--- src/include/tx_ack_defines.svh ---
// tx ack controller constants
`ifndef TX_ACK_DEFINES_SVH
`define TX_ACK_DEFINES_SVH

// core clock in cycles per microsecond
`define CLK_PER_US 100

// frame control type field
`define FC_TYPE_MGMT 2'b00
`define FC_TYPE_CTRL 2'b01
`define FC_TYPE_DATA 2'b10

// frame control subtype field
`define FC_SUB_BAR          4'b1000
`define FC_SUB_BA           4'b1001
`define FC_SUB_PSPOLL       4'b1010
`define FC_SUB_ACK          4'b1101
// management action frame that asks for no ack
`define FC_SUB_ACTION_NOACK 4'b1110

// ack ppdu, legacy 6 Mb/s, 14 byte mpdu
`define ACK_RATE_CODE   4'b1011
`define ACK_LEN         12'd14
// preamble plus signal 20 us, six data symbols of 4 us
`define ACK_AIR_TIME_US 16'd44

// field widths
`define MAC_ADDR_W 48
`define RETRY_W    4
`define TIMER_W    24

`endif

--- src/rtl/tx_ack_pkg.sv ---
// tx ack controller types
`include "tx_ack_defines.svh"

package tx_ack_pkg;

  // kind of the last received frame
  // only acked kinds are listed, everything else is none
  typedef enum logic [2:0] {
    KIND_NONE   = 3'd0,
    KIND_DATA   = 3'd1,
    KIND_MGMT   = 3'd2,
    KIND_BAR    = 3'd3,
    KIND_BA     = 3'd4,
    KIND_PSPOLL = 3'd5
  } frame_kind_t;

  // controller states
  // ack_wait   sifs wait before our own ack goes out
  // ack_send   ack on air until phy done
  // wait_ack   our frame sent, listening for the peer ack
  typedef enum logic [1:0] {
    IDLE     = 2'd0,
    ACK_WAIT = 2'd1,
    ACK_SEND = 2'd2,
    WAIT_ACK = 2'd3
  } ctrl_state_t;

  // locked result of one transmit attempt
  // fail set when retries ran out without an ack
  typedef struct packed {
    logic                fail;
    logic [`RETRY_W-1:0] retry;
  } tx_status_t;

endpackage

--- src/rtl/frame_classify.sv ---
// received frame classifier
`timescale 1ns/100ps
`include "tx_ack_defines.svh"

module frame_classify import tx_ack_pkg::*; (
  input  logic                   clk,
  input  logic                   rstn,
  // end of frame strobe and the parsed header fields
  input  logic                   rx_valid,
  input  logic                   fcs_ok,
  input  logic [1:0]             fc_type,
  input  logic [3:0]             fc_subtype,
  input  logic                   more_frag,
  input  logic [15:0]            duration,
  input  logic [`MAC_ADDR_W-1:0] addr1,
  input  logic [`MAC_ADDR_W-1:0] addr2,
  input  logic [`MAC_ADDR_W-1:0] self_mac_addr,
  // events to the controller
  output logic                   ack_owed,
  output logic                   ack_seen,
  // fields kept for the ack builder
  output frame_kind_t            kind,
  output logic                   rx_more_frag,
  output logic [15:0]            rx_duration,
  output logic [`MAC_ADDR_W-1:0] rx_addr2
);

  frame_kind_t kind_d;
  logic        for_us;
  logic        is_ack;
  logic        owe_d;
  logic        seen_d;

  // kind decode from type and subtype
  always_comb begin
    kind_d = KIND_NONE;
    case (fc_type)
      `FC_TYPE_DATA: kind_d = KIND_DATA;
      `FC_TYPE_MGMT: begin
        // action no ack must stay unanswered
        if (fc_subtype != `FC_SUB_ACTION_NOACK) begin
          kind_d = KIND_MGMT;
        end
      end
      `FC_TYPE_CTRL: begin
        case (fc_subtype)
          `FC_SUB_BAR:    kind_d = KIND_BAR;
          `FC_SUB_BA:     kind_d = KIND_BA;
          `FC_SUB_PSPOLL: kind_d = KIND_PSPOLL;
          default:        kind_d = KIND_NONE;
        endcase
      end
      default: kind_d = KIND_NONE;
    endcase
  end

  // individually addressed to this station
  assign for_us = (addr1 == self_mac_addr);
  // control frame with ack subtype
  assign is_ack = (fc_type == `FC_TYPE_CTRL) && (fc_subtype == `FC_SUB_ACK);

  assign owe_d  = rx_valid && fcs_ok && for_us && (kind_d != KIND_NONE);
  assign seen_d = rx_valid && fcs_ok && for_us && is_ack;

  // event strobes and kind, one cycle after rx_valid
  always_ff @(posedge clk) begin
    if (!rstn) begin
      ack_owed <= 1'b0;
      ack_seen <= 1'b0;
      kind     <= KIND_NONE;
    end else begin
      ack_owed <= owe_d;
      ack_seen <= seen_d;
      if (owe_d) begin
        kind <= kind_d;
      end
    end
  end

  // header fields, only taken when an ack is owed
  always_ff @(posedge clk) begin
    if (owe_d) begin
      rx_more_frag <= more_frag;
      rx_duration  <= duration;
      rx_addr2     <= addr2;
    end
  end

  // an ack frame is never itself acked
  a_owed_seen_excl: assert property (@(posedge clk) disable iff (!rstn)
    !(ack_owed && ack_seen));

endmodule

--- src/rtl/tx_ack_fsm.sv ---
// ack send and retry controller
`timescale 1ns/100ps
`include "tx_ack_defines.svh"

module tx_ack_fsm import tx_ack_pkg::*; (
  input  logic                clk,
  input  logic                rstn,
  // events from the classifier
  input  logic                ack_owed,
  input  logic                ack_seen,
  // phy and upper layer
  input  logic                phy_tx_done,
  input  logic                tx_need_ack,
  // configuration
  input  logic [7:0]          send_ack_wait_us,
  input  logic [11:0]         ack_timeout_us,
  input  logic [`RETRY_W-1:0] retrans_limit,
  // ack transmit control
  output logic                start_tx_ack,
  output logic                ack_launch,
  output logic                ack_busy,
  // retransmission and result
  output logic                start_retrans,
  output logic                retrans_in_progress,
  output logic                tx_try_complete,
  output tx_status_t          tx_status
);

  // cycles per microsecond at timer width
  localparam logic [`TIMER_W-1:0] CYC_PER_US = `TIMER_W'(`CLK_PER_US);

  ctrl_state_t         state;
  logic [`TIMER_W-1:0] timer;
  logic [`RETRY_W-1:0] num_retrans;
  logic [`TIMER_W-1:0] wait_cycles;
  logic [`TIMER_W-1:0] timeout_cycles;
  logic                retry_left;

  // microsecond settings scaled to clock cycles
  assign wait_cycles    = `TIMER_W'(send_ack_wait_us) * CYC_PER_US;
  assign timeout_cycles = `TIMER_W'(ack_timeout_us) * CYC_PER_US;

  // limit of 0 means no retransmission at all
  assign retry_left = (num_retrans < retrans_limit);

  // busy over the sifs wait and the ack on air
  assign ack_busy = (state == ACK_WAIT) || (state == ACK_SEND);

  // builder latches the ack fields on the same strobe
  assign ack_launch = start_tx_ack;

  always_ff @(posedge clk) begin
    if (!rstn) begin
      state               <= IDLE;
      timer               <= '0;
      num_retrans         <= '0;
      start_tx_ack        <= 1'b0;
      start_retrans       <= 1'b0;
      retrans_in_progress <= 1'b0;
      tx_try_complete     <= 1'b0;
      tx_status           <= '0;
    end else begin
      // strobes are single cycle
      start_tx_ack    <= 1'b0;
      start_retrans   <= 1'b0;
      tx_try_complete <= 1'b0;

      case (state)
        IDLE: begin
          // a received frame wins over our own tx done
          if (ack_owed) begin
            // cycle of ack_owed already counts as the first one
            timer <= `TIMER_W'(1);
            if (wait_cycles == '0) begin
              state        <= ACK_SEND;
              start_tx_ack <= 1'b1;
            end else begin
              state <= ACK_WAIT;
            end
          end else if (phy_tx_done) begin
            timer <= '0;
            if (tx_need_ack) begin
              state               <= WAIT_ACK;
              retrans_in_progress <= 1'b1;
            end else begin
              // nothing to wait for, report done
              tx_try_complete     <= 1'b1;
              tx_status.fail      <= 1'b0;
              tx_status.retry     <= num_retrans;
              num_retrans         <= '0;
              retrans_in_progress <= 1'b0;
            end
          end
        end

        ACK_WAIT: begin
          // sifs wait, then hand the ack to the phy
          if (timer >= wait_cycles) begin
            state        <= ACK_SEND;
            start_tx_ack <= 1'b1;
          end else begin
            timer <= timer + 1'b1;
          end
        end

        ACK_SEND: begin
          // ack on air, phy done closes it
          if (phy_tx_done) begin
            state <= IDLE;
          end
        end

        WAIT_ACK: begin
          timer <= timer + 1'b1;
          if (ack_seen && (timer < timeout_cycles)) begin
            // peer ack in time
            state               <= IDLE;
            tx_try_complete     <= 1'b1;
            tx_status.fail      <= 1'b0;
            tx_status.retry     <= num_retrans;
            num_retrans         <= '0;
            retrans_in_progress <= 1'b0;
          end else if (timer >= timeout_cycles) begin
            state <= IDLE;
            if (retry_left) begin
              // ask for another try right away
              num_retrans   <= num_retrans + 1'b1;
              start_retrans <= 1'b1;
            end else begin
              // out of retries
              tx_try_complete     <= 1'b1;
              tx_status.fail      <= 1'b1;
              tx_status.retry     <= num_retrans;
              num_retrans         <= '0;
              retrans_in_progress <= 1'b0;
            end
          end
        end

        default: state <= IDLE;
      endcase
    end
  end

  // ack start is a strobe, never two cycles
  a_start_ack_pulse: assert property (@(posedge clk) disable iff (!rstn)
    start_tx_ack |=> !start_tx_ack);

  // an attempt either retries or completes
  a_done_xor_retry: assert property (@(posedge clk) disable iff (!rstn)
    !(tx_try_complete && start_retrans));

  // retry count bounded by the limit
  a_retry_bound: assert property (@(posedge clk) disable iff (!rstn)
    num_retrans <= retrans_limit);

endmodule

--- src/rtl/ack_frame_build.sv ---
// ack frame field builder
`timescale 1ns/100ps
`include "tx_ack_defines.svh"

module ack_frame_build import tx_ack_pkg::*; (
  input  logic                   clk,
  input  logic                   rstn,
  input  logic                   ack_launch,
  // fields of the frame being acked
  input  frame_kind_t            kind,
  input  logic                   rx_more_frag,
  input  logic [15:0]            rx_duration,
  input  logic [`MAC_ADDR_W-1:0] rx_addr2,
  input  logic [6:0]             sifs_time,
  // ack ppdu fields
  output logic [23:0]            ack_signal,
  output logic [15:0]            ack_fc,
  output logic [15:0]            ack_duration,
  output logic [`MAC_ADDR_W-1:0] ack_ra
);

  logic [16:0] sig_low;
  logic        sig_parity;
  logic        last_frag;
  logic [15:0] dur_left;

  // rate, reserved bit, length
  assign sig_low    = {`ACK_LEN, 1'b0, `ACK_RATE_CODE};
  // even parity over bits 16:0
  assign sig_parity = ^sig_low;

  // data or mgmt with no more fragments gets duration 0
  assign last_frag = ((kind == KIND_DATA) || (kind == KIND_MGMT)) && !rx_more_frag;

  // remaining nav after our ack and its sifs, wraps mod 2^16
  assign dur_left = rx_duration - `ACK_AIR_TIME_US - {9'd0, sifs_time};

  always_ff @(posedge clk) begin
    if (!rstn) begin
      ack_signal   <= '0;
      ack_fc       <= '0;
      ack_duration <= '0;
      ack_ra       <= '0;
    end else if (ack_launch) begin
      ack_signal   <= {6'd0, sig_parity, sig_low};
      // flags, subtype, type, protocol version 0
      ack_fc       <= {8'h00, `FC_SUB_ACK, `FC_TYPE_CTRL, 2'b00};
      ack_duration <= last_frag ? 16'd0 : dur_left;
      // ra copied from addr2 of the acked frame
      ack_ra       <= rx_addr2;
    end
  end

endmodule

--- src/rtl/tx_ack_top.sv ---
// tx ack controller top
`timescale 1ns/100ps
`include "tx_ack_defines.svh"

module tx_ack_top import tx_ack_pkg::*; (
  input  logic                   clk,
  input  logic                   rstn,
  // receive side
  input  logic                   rx_valid,
  input  logic                   fcs_ok,
  input  logic [1:0]             fc_type,
  input  logic [3:0]             fc_subtype,
  input  logic                   more_frag,
  input  logic [15:0]            duration,
  input  logic [`MAC_ADDR_W-1:0] addr1,
  input  logic [`MAC_ADDR_W-1:0] addr2,
  input  logic [`MAC_ADDR_W-1:0] self_mac_addr,
  // transmit side
  input  logic                   phy_tx_done,
  input  logic                   tx_need_ack,
  // configuration
  input  logic [7:0]             send_ack_wait_us,
  input  logic [11:0]            ack_timeout_us,
  input  logic [`RETRY_W-1:0]    retrans_limit,
  input  logic [6:0]             sifs_time,
  // controller outputs
  output logic                   start_tx_ack,
  output logic                   ack_busy,
  output logic                   start_retrans,
  output logic                   retrans_in_progress,
  output logic                   tx_try_complete,
  output tx_status_t             tx_status,
  // ack fields
  output logic [23:0]            ack_signal,
  output logic [15:0]            ack_fc,
  output logic [15:0]            ack_duration,
  output logic [`MAC_ADDR_W-1:0] ack_ra
);

  logic                   ack_owed;
  logic                   ack_seen;
  logic                   ack_launch;
  frame_kind_t            kind;
  logic                   rx_more_frag;
  logic [15:0]            rx_duration;
  logic [`MAC_ADDR_W-1:0] rx_addr2;

  // decode
  frame_classify u_classify (
    .clk           (clk),
    .rstn          (rstn),
    .rx_valid      (rx_valid),
    .fcs_ok        (fcs_ok),
    .fc_type       (fc_type),
    .fc_subtype    (fc_subtype),
    .more_frag     (more_frag),
    .duration      (duration),
    .addr1         (addr1),
    .addr2         (addr2),
    .self_mac_addr (self_mac_addr),
    .ack_owed      (ack_owed),
    .ack_seen      (ack_seen),
    .kind          (kind),
    .rx_more_frag  (rx_more_frag),
    .rx_duration   (rx_duration),
    .rx_addr2      (rx_addr2)
  );

  // execute
  tx_ack_fsm u_fsm (
    .clk                 (clk),
    .rstn                (rstn),
    .ack_owed            (ack_owed),
    .ack_seen            (ack_seen),
    .phy_tx_done         (phy_tx_done),
    .tx_need_ack         (tx_need_ack),
    .send_ack_wait_us    (send_ack_wait_us),
    .ack_timeout_us      (ack_timeout_us),
    .retrans_limit       (retrans_limit),
    .start_tx_ack        (start_tx_ack),
    .ack_launch          (ack_launch),
    .ack_busy            (ack_busy),
    .start_retrans       (start_retrans),
    .retrans_in_progress (retrans_in_progress),
    .tx_try_complete     (tx_try_complete),
    .tx_status           (tx_status)
  );

  // result
  ack_frame_build u_build (
    .clk          (clk),
    .rstn         (rstn),
    .ack_launch   (ack_launch),
    .kind         (kind),
    .rx_more_frag (rx_more_frag),
    .rx_duration  (rx_duration),
    .rx_addr2     (rx_addr2),
    .sifs_time    (sifs_time),
    .ack_signal   (ack_signal),
    .ack_fc       (ack_fc),
    .ack_duration (ack_duration),
    .ack_ra       (ack_ra)
  );

endmodule

--- config.mk ---
export PLATFORM = sky130hd
export DESIGN_NAME = tx_ack_top
export DESIGN_NICKNAME = d
export VERILOG_FILES = /design/src/rtl/tx_ack_pkg.sv /design/src/rtl/frame_classify.sv /design/src/rtl/tx_ack_fsm.sv /design/src/rtl/ack_frame_build.sv /design/src/rtl/tx_ack_top.sv
export VERILOG_INCLUDE_DIRS = /design/src /design/src/include
export SDC_FILE = /design/constraint.sdc
export NUM_CORES = 1
export LEC_CHECK = 0
export BUFFER_PORTS_ARGS = -buffer_cell sky130_fd_sc_hd__buf_4
export CAP_MARGIN = 10
export CELL_PAD_IN_SITES_DETAIL_PLACEMENT = 0
export CELL_PAD_IN_SITES_GLOBAL_PLACEMENT = 1
export CORE_AREA = 2 2 174 176
export CTS_CLUSTER_DIAMETER = 120
export DETAILED_ROUTE_END_ITERATION = 16
export DIE_AREA = 0 0 176 178
export GPL_TIMING_DRIVEN = 0
export PLACE_DENSITY = 0.76
export SYNTH_ARGS = -nofsm -noshare
export SYNTH_HDL_FRONTEND = slang
export SYNTH_SLANG_ARGS = --single-unit
export TNS_END_PERCENT = 10
--- constraint.sdc ---
create_clock -name clk -period 5.6 [get_ports clk]
set_input_delay 1.12 -clock clk [delete_from_list [all_inputs] [get_ports clk]]
set_output_delay 1.12 -clock clk [all_outputs]
set_load 0.05 [all_outputs]
==> run summary <==
Status = finished, final reports clean
Via count = 8574
Cell variety after synth = 68
Core Util, Final = 47.7%
Worst hold path type = reg -> reg
Rel. slew slack = 38.7%
Layout cells sized above 1 = 28.8%
Die height = 178 µm
CP top delay family = simple AND/OR/NAND/NOR gates
Setup WS pre-CTS = -0.710 ns
Cell mode on critical path = ha_1
Worst IR Drop VDD = 0.000213 V
Worst-margin pin slew = 0.908 ns
H-tree levels = 4
# IOs = 318
Async set-reset flop share out of synthesis = 0%
Clock transition at the registers of the reported paths = 0.07 ns
First-pass GRT wire length = 42.7 mm
Number of diodes = 0
Warnings, synthesis = 0
Worst Skew = 0.0214 ns
CTS max path bufs = 2
CTS tree = built
Final Hold Viols = 0
Crit path largest cell delay = 0.55 ns
Antenna viol nets, final = 0
Critical path class = in -> reg
Final WL = 27.7 mm
RD Place Congestion = 0.806
Startpoint types = primary input
Tot Pwr = 0.00363 W
TNS Setup = 0 ns
CP Capture Type = flop
Die W = 176 µm
Final setup violating endpoints = 0
WP data arrival = 5.77 ns
Most common cell after layout, fill and taps aside = buf_4
Pleak = 6.26 nW
Slowest cell on crit path = fa_1
Maximum clock rate = 0.184 GHz
Synth area leaders = dfxtp_1, edfxtp_1, ha_1
Largest net degree at the start of global routing = 67
Synth top area share = 20.9%
Row count = 63
Pre-antenna DRT Iters = 4
Number of nets in the layout = 1735
Clock root buffer = clkbuf_16
GRT overflow = 0
Vias in the first global route = 8489
Post-route setup slack = 0.175 ns
Register bit total from synthesis = 174
CP Data Required Time = 5.95 ns
Vias/cell = 4.77
Final instance area = 14000 µm²
Ys flop type = dfxtp_1
DRT iter0 DRCs = 395
Number of max-cap violations = 0
Period minus WS final = 5.42 ns
Syn Area/Cell = 9.87 µm²
# port buffers = 287
Tcrit/Tclk final = 96.9%
CTS buffer count = 17
Hold-fix buffer count after cts = 0
PD cells = 259 nW/µm²
Number of synthesized flops with an enable pin = 65
CP Buf/Inv Count = 1
Sequential area share after synthesis = 39.6%
Critical path cell sequence = buf_4, ha_1, ha_1, fa_1, ha_4, nor2b_2, o2111ai_2, and3_1, or3_1, nand2_1, ha_1, or4_1, nor2_2, nand3_2, o41a_1, or4_4, or3_1, a21oi_1
Die area = 31300 µm²
Remaining DRCs = 0
Most frequent cells in the layout = buf_4, ha_1, dfxtp_1
Initial antenna violation count = 0
Post-place instance area = 13200 µm²
CORE AREA = 29400 µm²
Wirelength per Cell = 15.4 µm
CTS Sinks = 174
Worst-Skew Late Latency = 0.44 ns
CP Max Fanout = 5
Synthesized netlist cell count = 1058
RSZ-0062 raised after global routing = yes
Max Slew Vio Count = 0
DPL Wire Length = 22.6 mm
P&R area growth vs syn = 34.3%
Initial Util = 35.5%
Total GRT Usage = 17.3%
Area leader, netlist = dfxtp_1
Post-Syn Area = 10400 µm²
## cell type report
cell class                 instances  area [µm²]
buffer                            59         369
clock buffer                      17         425
clock inverter                    15         216
fill                            2851       15400
inverter                          94         355
multi-input combinational        759        5870
sequential                       174        4130
tap                              390         488
timing repair buffer             290        2180
## flip-flops by register name, summed over array words and instances, names as in the netlist
register and flops:
u_fsm.num_retrans 4, u_classify.rx_addr2 48, u_build.ack_ra 48, u_fsm.start_retrans 1
u_fsm.timer 24, u_fsm.state 2, u_classify.ack_seen 1, u_classify.kind 3
u_fsm.tx_status 5, u_classify.ack_owed 1, u_classify.rx_more_frag 1, u_fsm.retrans_in_progress 1
u_classify.rx_duration 16, u_fsm.tx_try_complete 1, u_build.ack_duration 16, u_build.ack_fc 1
u_fsm.ack_launch 1
## timing repair
item,in CTS,in global routing
setup buffers,2,1
setup endpoints to repair,15,33
pin swaps,1,6
resized for setup,7,30
## synthesized netlist by cell type (3+ instances only)
master     number
ha_1          125
dfxtp_1       109
nor2_1         97
inv_1          93
edfxtp_1       65
mux2i_1        53
nand2_1        48
a21oi_1        46
xor2_1         46
buf_4          39
xnor2_1        37
o21ai_0        31
nand3_1        28
or3_1          18
nor3_1         17
clkbuf_1       16
nor4_1         15
and3_1         12
nand2b_1       12
nand4_1        12
a21o_1         11
fa_1           11
nor2b_1         8
o211ai_1        8
and4_1          6
o2111ai_1       6
or2_2           6
a211oi_1        5
buf_1           5
o21a_1          5
or4_1           5
a22oi_1         4
a31oi_1         4
o41ai_1         4
and2_1          3
nand4b_1        3
o21bai_1        3
o22ai_1         3
o311ai_0        3
## cell families after synthesis
family                     count (synthesis)  synth area share [%]
and+or+nand+nor                          299                  14.3
DFF                                      174                  39.6
AOI/OAI and AO/OA                        157                  9.90
buffers and inverters                    154                  6.93
adders and majority gates                136                  17.1
xor gates and xnor gates                  83                  6.96
muxes                                     54                  5.19
other                                      1                0.0359
## power by group
group | switching [W] | leakage (nW) | internal [W]
Combinational | 0.000584 | 4.49 | 0.000460
Clock | 0.000626 | 0.307 | 0.000628
Sequential | 0.0000141 | 1.46 | 0.00132
Total | 0.00122 | 6.26 | 0.00241
## path summary, 6_finish.rpt
path	start	end	depth (start not counted)	slack, ns
worst max-delay path	send_ack_wait_us[2]	u_fsm.timer[20]	18	0.18
worst min register to register	u_build.ack_duration[12]	u_build.ack_duration[12]	2	0.46
worst max register to register	u_fsm.timer[0]	u_fsm.timer[20]	9	2.65
worst min-delay path	u_build.ack_duration[12]	u_build.ack_duration[12]	2	0.46
## worst min-delay path: stages, from the launching register on
cell     delay, ns
dfxtp_1       0.33
nand2_1       0.05
o21ai_0       0.05
## layer usage
| layer | track usage, % | up-vias | wire [µm] |
|---|---|---|---|
| li1 | - | 4368 | - |
| met1 | 21.1 | 3933 | 11700 |
| met2 | 30.6 | 238 | 13900 |
| met3 | 3.50 | 35 | 1420 |
| met4 | 6.06 | 0 | 758 |
| met5 | 0 | - | 0 |
## per-stage QoR
step / hold WS [ns] / instances
final: 0.462 / 1798
after global routing: 0.484 / 1798
after CTS: 0.468 / 1798
after detailed placement: 0.453 / 1764
after global placement: 0.443 / 1764
after floorplan: 0.444 / 1087
No activity file was read; power rests on OpenSTA's default activity.
